==> src/rename_pkg.sv <==
////////////////////////////////////////////////////////////////////////////
// Sizes, index types and bundle structs shared by the integer rename
// stage. Modules pull these in with a wildcard import in their header.
////////////////////////////////////////////////////////////////////////////

package rename_pkg;

  localparam int RENAME_WIDTH       = 2;   // Slots renamed per cycle
  localparam int ARCH_REG_NUM       = 16;
  localparam int ARCH_INDEX_SIZE    = 4;
  localparam int PRF_INT_SIZE       = 32;
  localparam int PRF_INT_INDEX_SIZE = 5;

  // Counter widths, wide enough to hold the full range including the top value
  localparam int FREE_CNT_SIZE = PRF_INT_INDEX_SIZE + 1;
  localparam int SLOT_CNT_SIZE = $clog2(RENAME_WIDTH + 1);

  typedef logic [ARCH_INDEX_SIZE-1:0]    arch_idx_t;
  typedef logic [PRF_INT_INDEX_SIZE-1:0] prf_idx_t;

  // One bit per physical register, 0 is free and 1 is busy
  typedef logic [PRF_INT_SIZE-1:0] free_vec_t;

  // Whole arch to physical map, entry i belongs to arch register i
  typedef prf_idx_t [ARCH_REG_NUM-1:0] map_vec_t;

  typedef struct packed {
    logic      valid;
    logic      dest_valid;
    arch_idx_t dest;
    arch_idx_t src1;
    arch_idx_t src2;
  } rename_req_t;

  typedef struct packed {
    prf_idx_t src1_prf;
    prf_idx_t src2_prf;
    prf_idx_t dest_prf;
    prf_idx_t old_dest_prf;
  } rename_resp_t;

  // Register released by commit
  typedef struct packed {
    logic     valid;
    prf_idx_t prf;
  } prf_free_t;

endpackage

==> src/free_list_int.sv <==
////////////////////////////////////////////////////////////////////////////
// Free list of integer physical registers. Grants the lowest free
// registers in slot order in the same cycle as the request, all or nothing.
////////////////////////////////////////////////////////////////////////////

`timescale 1ns/1ns

module free_list_int import rename_pkg::*; (
  input  logic                          clock,
  input  logic                          reset,
  input  logic                          stall,
  input  logic                          recover,
  input  free_vec_t                     recover_free_vec,
  input  prf_free_t   [RENAME_WIDTH-1:0] free,
  input  rename_req_t [RENAME_WIDTH-1:0] req,
  output prf_idx_t    [RENAME_WIDTH-1:0] prf_out,
  output logic                          allocatable,
  output free_vec_t                     free_vec
);

  free_vec_t                    free_list;
  free_vec_t                    free_list_next;
  logic [FREE_CNT_SIZE-1:0]     free_num;
  logic [FREE_CNT_SIZE-1:0]     free_num_next;
  logic [FREE_CNT_SIZE-1:0]     recover_num;
  logic [SLOT_CNT_SIZE-1:0]     req_count;
  logic [SLOT_CNT_SIZE-1:0]     grant_idx;
  logic [SLOT_CNT_SIZE-1:0]     slot_idx;
  prf_idx_t [RENAME_WIDTH-1:0]  grant_list;

  assign free_vec = free_list;

  // Frees come first so a register released this cycle can be granted
  always_comb begin
    free_list_next = free_list;
    free_num_next  = free_num;
    req_count      = '0;
    grant_idx      = '0;
    slot_idx       = '0;
    grant_list     = '0;
    prf_out        = '0;
    for (int i = 0; i < RENAME_WIDTH; i++) begin
      if (free[i].valid) begin
        free_list_next[free[i].prf] = 1'b0;
        free_num_next = free_num_next + 1'b1;
      end
      if (req[i].valid && req[i].dest_valid) begin
        req_count = req_count + 1'b1;
      end
    end
    allocatable = (FREE_CNT_SIZE'(req_count) <= free_num_next);
    if (allocatable) begin
      for (int r = 0; r < PRF_INT_SIZE; r++) begin
        if (!free_list_next[r] && grant_idx < req_count) begin
          grant_list[grant_idx] = prf_idx_t'(r);
          grant_idx = grant_idx + 1'b1;
        end
      end
      for (int i = 0; i < RENAME_WIDTH; i++) begin
        if (req[i].valid && req[i].dest_valid) begin
          prf_out[i] = grant_list[slot_idx];
          free_list_next[grant_list[slot_idx]] = 1'b1;
          slot_idx = slot_idx + 1'b1;
        end
      end
      free_num_next = free_num_next - FREE_CNT_SIZE'(req_count);
    end
  end

  always_comb begin
    recover_num = '0;
    for (int r = 0; r < PRF_INT_SIZE; r++) begin
      if (!recover_free_vec[r]) begin
        recover_num = recover_num + 1'b1;
      end
    end
  end

  always_ff @(posedge clock) begin
    if (reset) begin
      // Registers 0 to ARCH_REG_NUM-1 hold the initial identity map
      free_list <= {{(PRF_INT_SIZE-ARCH_REG_NUM){1'b0}}, {ARCH_REG_NUM{1'b1}}};
      free_num  <= FREE_CNT_SIZE'(PRF_INT_SIZE - ARCH_REG_NUM);
    end else if (recover) begin  // Wins over stall
      free_list <= recover_free_vec;
      free_num  <= recover_num;
    end else if (!stall) begin
      free_list <= free_list_next;
      free_num  <= free_num_next;
    end
  end

  // Commit may only release a register that is currently allocated
  for (genvar i = 0; i < RENAME_WIDTH; i++) begin : g_free_chk
    a_free_was_busy: assert property (@(posedge clock) disable iff (reset)
      free[i].valid |-> free_list[free[i].prf]);
  end

  a_free_num_range: assert property (@(posedge clock) disable iff (reset)
    free_num <= FREE_CNT_SIZE'(PRF_INT_SIZE));

endmodule

==> src/rename_map_table.sv <==
////////////////////////////////////////////////////////////////////////////
// Arch to physical map for the integer registers. Looks up sources and
// old destinations, bypasses within the bundle and writes taken grants.
////////////////////////////////////////////////////////////////////////////

`timescale 1ns/1ns

module rename_map_table import rename_pkg::*; (
  input  logic                           clock,
  input  logic                           reset,
  input  logic                           stall,
  input  logic                           recover,
  input  logic                           allocatable,
  input  map_vec_t                       recover_map,
  input  rename_req_t  [RENAME_WIDTH-1:0] req,
  input  prf_idx_t     [RENAME_WIDTH-1:0] prf_out,
  output rename_resp_t [RENAME_WIDTH-1:0] resp,
  output map_vec_t                       map
);

  map_vec_t map_q;
  map_vec_t map_next;

  assign map = map_q;

  // Older slots in the bundle override the registered map, the
  // youngest earlier writer of a register takes precedence
  always_comb begin
    for (int i = 0; i < RENAME_WIDTH; i++) begin
      resp[i].src1_prf     = map_q[req[i].src1];
      resp[i].src2_prf     = map_q[req[i].src2];
      resp[i].old_dest_prf = map_q[req[i].dest];
      resp[i].dest_prf     = prf_out[i];
      for (int j = 0; j < i; j++) begin
        if (req[j].valid && req[j].dest_valid) begin
          if (req[i].src1 == req[j].dest) begin
            resp[i].src1_prf = prf_out[j];
          end
          if (req[i].src2 == req[j].dest) begin
            resp[i].src2_prf = prf_out[j];
          end
          if (req[i].dest == req[j].dest) begin
            resp[i].old_dest_prf = prf_out[j];
          end
        end
      end
    end
  end

  always_comb begin
    map_next = map_q;
    if (allocatable && !stall) begin
      for (int i = 0; i < RENAME_WIDTH; i++) begin
        if (req[i].valid && req[i].dest_valid) begin
          map_next[req[i].dest] = prf_out[i];  // Later slot wins on equal dest
        end
      end
    end
  end

  always_ff @(posedge clock) begin
    if (reset) begin
      for (int a = 0; a < ARCH_REG_NUM; a++) begin
        map_q[a] <= prf_idx_t'(a);
      end
    end else if (recover) begin
      map_q <= recover_map;
    end else begin
      map_q <= map_next;
    end
  end

  // A refused bundle must leave no trace in the map
  a_map_hold: assert property (@(posedge clock) disable iff (reset)
    !allocatable && !recover |=> $stable(map_q));

endmodule

==> src/rename_checkpoint.sv <==
////////////////////////////////////////////////////////////////////////////
// Single branch checkpoint of the rename map and free list image.
// Frees arriving after the save are merged so recovery cannot leak them.
////////////////////////////////////////////////////////////////////////////

`timescale 1ns/1ns

module rename_checkpoint import rename_pkg::*; (
  input  logic                         clock,
  input  logic                         reset,
  input  logic                         stall,
  input  logic                         save,
  input  logic                         recover,
  input  prf_free_t [RENAME_WIDTH-1:0] free,
  input  free_vec_t                    free_vec,
  input  map_vec_t                     map,
  output free_vec_t                    recover_free_vec,
  output map_vec_t                     recover_map
);

  logic      snap_valid;
  map_vec_t  snap_map;
  free_vec_t snap_free;
  free_vec_t freed_mask;

  always_comb begin
    freed_mask = '0;
    for (int i = 0; i < RENAME_WIDTH; i++) begin
      if (free[i].valid) begin
        freed_mask[free[i].prf] = 1'b1;
      end
    end
  end

  // This cycle's frees are already cleared in what recovery restores
  assign recover_free_vec = snap_free & ~freed_mask;
  assign recover_map      = snap_map;

  always_ff @(posedge clock) begin
    if (reset) begin
      snap_valid <= 1'b0;
    end else if (recover) begin
      snap_valid <= 1'b0;
    end else if (!stall && save) begin
      snap_valid <= 1'b1;
    end
  end

  always_ff @(posedge clock) begin
    if (!stall) begin
      if (save) begin
        snap_map  <= map;
        // Registers freed in the save cycle are free in the live list too
        snap_free <= free_vec & ~freed_mask;
      end else if (snap_valid) begin
        snap_free <= recover_free_vec;
      end
    end
  end

  a_recover_valid: assert property (@(posedge clock) disable iff (reset)
    recover |-> snap_valid);

  a_save_recover_excl: assert property (@(posedge clock) disable iff (reset)
    !(save && recover));

endmodule

==> src/rename_stage.sv <==
////////////////////////////////////////////////////////////////////////////
// Integer register rename stage, two slots per cycle. Ties the map table,
// the free list and the branch checkpoint together.
////////////////////////////////////////////////////////////////////////////

`timescale 1ns/1ns

module rename_stage import rename_pkg::*; (
  input  logic                           clock,
  input  logic                           reset,
  input  logic                           stall,
  input  logic                           save,
  input  logic                           recover,
  input  rename_req_t  [RENAME_WIDTH-1:0] req,
  input  prf_free_t    [RENAME_WIDTH-1:0] free,
  output rename_resp_t [RENAME_WIDTH-1:0] resp,
  output logic                           allocatable
);

  prf_idx_t [RENAME_WIDTH-1:0] prf_out;   // Granted destinations
  free_vec_t                   free_vec;
  free_vec_t                   recover_free_vec;
  map_vec_t                    map;
  map_vec_t                    recover_map;

  free_list_int u_free_list (
    .clock            (clock),
    .reset            (reset),
    .stall            (stall),
    .recover          (recover),
    .recover_free_vec (recover_free_vec),
    .free             (free),
    .req              (req),
    .prf_out          (prf_out),
    .allocatable      (allocatable),
    .free_vec         (free_vec)
  );

  rename_map_table u_map_table (
    .clock       (clock),
    .reset       (reset),
    .stall       (stall),
    .recover     (recover),
    .allocatable (allocatable),
    .recover_map (recover_map),
    .req         (req),
    .prf_out     (prf_out),
    .resp        (resp),
    .map         (map)
  );

  rename_checkpoint u_checkpoint (
    .clock            (clock),
    .reset            (reset),
    .stall            (stall),
    .save             (save),
    .recover          (recover),
    .free             (free),
    .free_vec         (free_vec),
    .map              (map),
    .recover_free_vec (recover_free_vec),
    .recover_map      (recover_map)
  );

endmodule

==> config.mk <==
export PLATFORM = sky130hd
export DESIGN_NAME = rename_stage
export DESIGN_NICKNAME = d
export VERILOG_FILES = /design/src/rename_pkg.sv /design/src/free_list_int.sv /design/src/rename_map_table.sv /design/src/rename_checkpoint.sv /design/src/rename_stage.sv
export SDC_FILE = /design/constraint.sdc
export NUM_CORES = 1
export LEC_CHECK = 0
export BUFFER_PORTS_ARGS = -buffer_cell sky130_fd_sc_hd__buf_2
export CAP_MARGIN = 20
export CORE_MARGIN = 3
export CORE_UTILIZATION = 52
export DETAILED_ROUTE_END_ITERATION = 6
export PLACE_DENSITY_LB_ADDON = 0.1
export SLEW_MARGIN = 20
export SYNTH_ARGS = -nofsm -noshare
export SYNTH_HDL_FRONTEND = slang
export SYNTH_HIERARCHICAL = 1
export SYNTH_SLANG_ARGS = --single-unit
==> constraint.sdc <==
create_clock -name clock -period 47.1 [get_ports clock]
set_clock_uncertainty 0.2 [all_clocks]
set_input_delay 2.355 -clock clock [delete_from_list [all_inputs] [get_ports clock]]
set_output_delay 2.355 -clock clock [all_outputs]
set_load 0.1 [all_outputs]
## After elaboration in Yosys (flattened, before gate mapping)

Cells that the tools add are included.

| word-level totals | value |
|---|---|
| input port bits | 45 |
| bits in registers | 231 |
| output and inout bits | 41 |
| logic and storage cells | 710 |

| operators by class | value |
|---|---|
| reduce and logical (&&, ||, !) cells | 111 |
| eq/ne operators | 4 |
| bitwise operators | 102 |
| order comparisons | 112 |
| mux-type cells | 280 |
| add/sub/neg operators | 65 |

Operator list:

| kind | count |
|---|---|
| $mux W10 | 64 |
| $mux W80 | 5 |
| $mux W32 | 12 |
| $mux W5 | 48 |
| $mux W6 | 36 |
| $add A6 B1 Y6 const B | 32 |
| $bwmux W80 | 2 |
| $demux W5 S1 | 31 |
| $and A32 B32 Y32 | 4 |
| $mux W2 | 63 |
| $bmux W5 S4 | 6 |
| $not A32 Y32 | 3 |
| $or A32 B32 Y32 | 3 |
| $logic_and A1 B1 Y1 | 73 |
| $lt A2 B2 Y1 const B | 32 |
| $ge A2 B1 Y1 const B | 31 |
| $lt A2 B2 Y1 | 31 |
| $add A2 B1 Y2 const B | 30 |
| $and A6 B6 Y6 | 10 |
| $not A6 Y6 | 10 |
| $or A6 B6 Y6 | 10 |
| $and A4 B4 Y4 | 10 |
| $demux W5 S4 | 2 |
| $not A4 Y4 | 10 |
| 27 further kinds | 116 |

## Longest topological paths before layout

Gate-level depths: netlist of run 1.

| logic depth | value |
|---|---|
| depth in word-level cells | 152 |
| mapped depth | 193 |
| depth with buffers taken out | 189 |

## Modules after synthesis

The synthesis of run 1 kept the hierarchy.

Modules (own cells, without submodules):

| module | sequential area each (µm²) | area each (µm²) | times used | cells an instance |
|---|---|---|---|---|
| free_list_int | 760.7 | 12,844.8 | 1 | 1,867 |
| rename_map_table | 1,601.5 | 9,029.9 | 1 | 881 |
| rename_checkpoint | 3,383.2 | 4,972.3 | 1 | 302 |

## Worst setup path before layout of run 1

No wires, ideal clock.

| path | value |
|---|---|
| kind | input port to output port |
| start | in req[13] in the netlist's numbering |
| end | out resp[24] in the netlist's numbering |
| path buffers | 10 |
| arrival time | 39.207 ns |
| slack | 5.338 ns |
| cell stages on the path | 183 |
| path through | nand2_1 -> buf_1 -> ha_1 -> inv_1 -> buf_2 -> buf_1 -> clkbuf_1 -> o21ai_0 -> nand2_1 -> inv_1 -> ha_1 -> ha_1 -> a21o_1 -> a21oi_1 -> mux2i_1 -> inv_1 -> ha_1 -> o21a_1 -> [147 not listed] -> ha_1 -> a21o_1 -> or3_1 -> nor4_1 -> a211o_1 -> mux2_2 -> or2_2 -> ha_1 -> a21oi_1 -> o21ai_0 -> a21o_1 -> or3_1 -> buf_2 -> buf_1 -> and2b_1 -> nor2_1 -> clkbuf_1 -> mux2_2 |

RTL lines:

| what | RTL line | text |
|---|---|---|
| from (decl) | rename_stage.sv:14 | `input rename_req_t [RENAME_WIDTH-1:0] req,` |
| to (decl) | rename_stage.sv:16 | `output rename_resp_t [RENAME_WIDTH-1:0] resp,` |

==> results_dict.tcl, run 1 <==
set metrics [dict create \
    rsz0062_at_grt "no" \
    status "complete, no violations" \
    setup_ws_ns 2.88 \
    core_area_mm2 0.0506 \
    post-route-period-util_pct 93.9 \
    min_path_type "reg2reg" \
    die_y_um 233 \
    synthTopCellsByArea "edfxtp_1 13%, mux4_2 10%, dfxtp_1 8.9%" \
    area_delta_synth_final_pct 7.93 \
    dp_cells 3646 \
    pre_cts_slack_ns -0.0715 \
    num_vias 26832 \
    cp_max_fo 19 \
    yosysSeqAreaShare_pct 21.4 \
    grt_pass1_vias 24716 \
    drtIter0Drc 3984 \
    hpwl_um 71300 \
    synth-edff-count 112 \
    crit_type "in2out" \
    cts_tree "done" \
    cts_buffers 28 \
    nets 3184 \
    ys_top_cells_by_count "265 x nand2_1, 218 x o21ai_0, 167 x nor2_1" \
    synth_cells 3050 \
    top_usage_layer "met1" \
    post-route-min-period_ns 44.22 \
    fin_hold_ws_ns 0.279 \
    portBuffers 85 \
    cp_slowest_cell "or3_1" \
    die_width_um 233 \
    fmax_ghz 0.0226 \
    syn_avg_cell_area_um2 8.80 \
    start_util_pct 53.1 \
    firstDrtPassIters 7 \
    synth.most_common_cell "nand2_1" \
    drive_above_1_share_pct 16.7 \
    wl_per_cell_um 26.9 \
    finalSetupViolCount 0 \
    clk_pin_slew_worst_paths_ns 0.06 \
    drv_slew 0 \
    end_kind "output pin" \
    async_flop_share_pct 0 \
    wl_um 99700 \
    hold_viol_final 0 \
    synth.distinct_cells 135 \
    synth_seq_cells 231 \
    tightest_slew_ns 1.25 \
    path_buf_inv 10 \
    gr-usage-met2_pct 50.2 \
    use_met1_pct 52.1 \
    pin_count 86 \
    crit_top_cell "ha_1" \
    grt_pass1_wl_um 151000 \
    ctsRootBufferMaster "clkbuf_16" \
    cp.required_ns 44.54 \
    syn_area_mm2 0.0268 \
    yosys_warnings 6 \
    grt_usage_pct 35.5 \
    cp.arrival_ns 41.67 \
    crit_path_max_incr_delay_ns 0.52 \
    tns_ns 0 \
    h-tree-depth 1 \
    place.gp.congestion 1.02 \
    synth_top_cell_by_area "edfxtp_1" \
    ys.flop_type "dfxtp_1" \
    cts_num_sinks 231 \
    slew-limit-headroom_pct 16.2 \
    cts_buffer_depth 3 \
    vias_per_cell 7.24 \
    rows 82 \
    path_delay_family "compound AO/OA/AOI/OAI gates" \
    maxCapViolCount 0 \
    syn_nets 3223 \
    layoutNonFillerInstCount 3708 \
    ant_nets 0 \
    drcViolationCount 0 \
    antenna_found_initial 3 \
    grt-ovfl-total 0 \
    grt_max_degree 81 \
    use_met3_pct 10.5 \
    yosys.area.top_type_share_pct 12.5 \
    clk_latency_ns 0.57 \
    startpoint_type "primary input" \
    dieArea_mm2 0.0544 \
]
logic make-up (layout without fill, tap and decap cells):
family                   Yosys count  after routing  synth area share (%)
multiplexers                     270            270                  16.8
other                              0              3                     0
AO/OA/AOI/OAI                    973            973                  25.7
buffers and inverters            367            350                  6.36
XOR/XNOR                         136            136                  4.81
AND/OR/NAND/NOR                  945            945                  18.9
adder cells (fa/ha/maj)          128            128                  5.99
flip-flops                       231            231                  21.4
worst paths after layout:
| check | start | slack, ns | endpoint | cells after the start |
|---|---|---|---|---|
| worst max-delay path | req[26] | 2.88 | resp[29] | 179 |
| worst min-delay path | u_checkpoint/snap_valid | 0.28 | u_checkpoint/snap_valid | 1 |
| worst max register to register | u_free_list/free_vec[0] | 7.46 | u_free_list/free_vec[4] | 175 |
| worst min register to register | u_checkpoint/snap_valid | 0.28 | u_checkpoint/snap_valid | 1 |
cell usage in the layout, fill, tap and decap left out, types with 35 or more instances in the layout:
| cell | n |
|---|---|
| a211oi_1 | 94 |
| a21oi_1 | 116 |
| a221oi_1 | 94 |
| a22oi_1 | 86 |
| a31oi_1 | 35 |
| and3_1 | 104 |
| buf_2 | 61 |
| buf_4 | 50 |
| dfxtp_1 | 119 |
| edfxtp_1 | 112 |
| ha_1 | 127 |
| inv_1 | 154 |
| mux2_2 | 37 |
| mux2i_1 | 95 |
| mux4_2 | 121 |
| nand2_1 | 264 |
| nand2b_1 | 48 |
| nand3_1 | 50 |
| nor2_1 | 163 |
| nor2b_1 | 48 |
| nor3_1 | 37 |
| o21ai_0 | 218 |
| o22ai_1 | 56 |
| xnor2_1 | 86 |
| xor2_1 | 41 |
per-layer routing:
layer  share of wire, %  routed length [um]  up-vias
met5                  0                   0        -
met4                3.2                3220        0
met3                 13               13200      266
met2                 41               41200     1865
li1                   -                   -    11725
met1                 42               42100    12976
timing repair:
item                                    CTS  global route
endpoints found under the setup margin   12           137
setup buffers                             0             2
pin swaps                                 0             1
gates resized for setup                   1            47
hold buffers                              0             0
registers in the layout, indices dropped and copies added (netlist names):
name	cells
u_checkpoint/snap_valid	1
u_map_table/map	80
u_checkpoint/snap_free	32
u_free_list/free_num	6
u_free_list/free_vec	32
u_checkpoint/recover_map	80
stage by stage:
step	area (um2)	util, %
after floorplan	26800	-
after global placement	27800	54.9
after detailed placement	27800	54.9
after CTS	28700	56.8
after global routing	29000	57.3
final	29000	57.3
layout make-up:
| type | instances | area, um2 |
|---|---|---|
| timing repair buffer | 139 | 1210 |
| inverter | 159 | 602 |
| clock buffer | 39 | 815 |
| multi-input combinational | 2452 | 19600 |
| clock inverter | 13 | 126 |
| sequential | 231 | 5750 |
| antenna | 3 | 7.51 |
| tap | 672 | 841 |
| fill | 4562 | 21600 |
worst reg2reg max path: cells and delay by family, from the launching register on:
family	cells	cell delay, ns
AOI/OAI and AO/OA	71	16.34
adders and majority gates	31	7.41
buffers and inverters	6	0.42
DFF	1	0.39
muxes	14	4.67
and+or+nand+nor	53	10.20
Power of run 1 is not shown: default switching activity piles up to over one toggle a cycle in this logic, so the estimate is an artifact.
==> inputs of run 2 (changes only) <==
- BUFFER_PORTS_ARGS: -buffer_cell sky130_fd_sc_hd__buf_2 -> -buffer_cell sky130_fd_sc_hd__clkbuf_2
- CTS_BUF_LIST: unset -> sky130_fd_sc_hd__clkbuf_2
==> run 2 against run 1 <==
Worst hold slack lost 0.017 ns. Sequential share of layout area is 0.23 points higher. Design area decreased by 1.2%. Critical path type unchanged. Die area is the same. Critical path depth up 3. Highest routed layer unchanged. The flow now finishes with violations (DRC). Global-route usage up 0.41 points.
==> results_dict.tcl, run 2 (synthesis gave the netlist of run 1 again) <==
set metrics [dict create \
    ant_nets 0 \
    cts_num_sinks 231 \
    startpoint_type "primary input" \
    cp.required_ns 44.54 \
    ctsRootBufferMaster "clkbuf_2" \
    grt_usage_pct 35.9 \
    crit_top_cell "ha_1" \
    grt_max_degree 65 \
    clk_latency_ns 1.06 \
    post-route-period-util_pct 94.1 \
    grt_pass1_wl_um 152000 \
    place_area_mm2 0.0278 \
    cts_buffers 67 \
    finalSetupViolCount 0 \
    slew-limit-headroom_pct 10.0 \
    clk_pin_slew_worst_paths_ns 0.09 \
    grt_pass1_vias 25174 \
    h-tree-depth 3 \
    tightest_slew_ns 1.35 \
    worstHoldStart "u_checkpoint/recover_map[73]" \
    cts_tree "done" \
    crit_type "in2out" \
    drv_slew 0 \
    reg2reg_depth 178 \
    drive_above_1_share_pct 18.4 \
    status "complete, but fails checks" \
    pin_count 86 \
    portBuffers 85 \
    cts_buffer_depth 3 \
    cp_max_fo 17 \
    r2r_slack_ns 7.09 \
    die_width_um 233 \
    drtIter0Drc 3593 \
    maxCapViolCount 0 \
    most-common-layout-cells "264 x nand2_1, 218 x o21ai_0, 164 x nor2_1" \
    layoutNonFillerInstCount 3777 \
    die_y_um 233 \
    dieArea_mm2 0.0544 \
    finish.utilization_pct 56.6 \
    fmax_ghz 0.0226 \
    core_area_mm2 0.0506 \
    place.gp.congestion 1.03 \
    crit_path_max_incr_delay_ns 0.52 \
    post-route-min-period_ns 44.33 \
    hold_viol_final 0 \
    r2r_start "u_free_list/free_vec[0]" \
    holdPathEnd "u_map_table/map[73]" \
    num_vias 27066 \
    wl_um 101000 \
    tns_ns 0 \
    hold_path_depth 2 \
    cp_slowest_cell "or3_1" \
    design_area_mm2 0.0286 \
    end_kind "output pin" \
    start_util_pct 53.1 \
    dp_cells 3645 \
    area_delta_synth_final_pct 6.67 \
    hpwl_um 71800 \
    drcViolationCount 12 \
    failed_checks "DRC" \
    firstDrtPassIters 7 \
    cp.arrival_ns 41.77 \
    nets 3223 \
    vias_per_cell 7.17 \
    wl_per_cell_um 26.6 \
    min_path_type "reg2reg" \
    layout_commonest_cell "nand2_1" \
    rows 82 \
    antenna_found_initial 2 \
    grt-ovfl-total 0 \
    timing.rr.end "u_free_list/free_vec[4]" \
]
==> run 2: cell types whose count changed in the layout (fill, tap and decap cells not counted), sizes merged <==
cell	delta
buf	-57
clkbuf	+120
clkinvlp	+1
bufinv	-2
clkinv	+6
inv	+1
==> run 2: what timing repair did <==
action | 4_1_cts | 5_1_grt
resized for setup | 0 | 56
hold buffers | 0 | 0
setup buffers | 0 | 3
endpoints found under the setup margin | 0 | 137
==> run 2: metal layers <==
metal / vias to the layer above / routed length (um) / part of all wire, % / track usage [%]
li1: 11841 / - / - / -
met2: 1859 / 42000 / 42 / 51.2
met3: 260 / 14000 / 14 / 11.4
met4: 0 / 3120 / 3.1 / 11.5
met1: 13106 / 41400 / 41 / 51.3
met5: - / 0 / 0 / 0
==> run 2: worst max-delay path by stage <==
stage | cells after the start | start | endpoint | slack [ns]
floorplan | 183 | req[13] | resp[24] | 5.34
global placement | 177 | free[5] | resp[23] | 2.43
detailed placement | 176 | free[5] | resp[33] | 0.30
CTS | 176 | free[5] | resp[33] | 0.14
global route | 184 | free[11] | resp[29] | -0.08
finish | 182 | req[27] | resp[29] | 2.77
==> run 2: cell type report <==
type                       instances  area, um2
fill                            4606      21900
tap                              672        841
clock inverter                    19        106
clock buffer                     102        510
antenna                            3       7.51
multi-input combinational       2452      19600
inverter                         159        602
sequential                       231       5750
timing repair buffer             139       1220
==> run 2: worst max-delay path: cells and delay by family <==
kind | cells | cell delay (ns)
mux | 13 | 4.22
buf+inv | 10 | 1.30
fa+ha+maj | 31 | 7.09
compound gates | 68 | 13.98
simple gates | 60 | 12.71
==> run 2: per-stage QoR <==
stage	hold WS [ns]	worst slack, ns
4_1_cts	0.262	0.137
2_1_floorplan	0.241	5.34
6_report	0.262	2.77
3_5_place_dp	0.258	0.301
3_3_place_gp	0.250	2.43
5_1_grt	0.304	-0.0763
Power of run 2 is left out for the same reason.
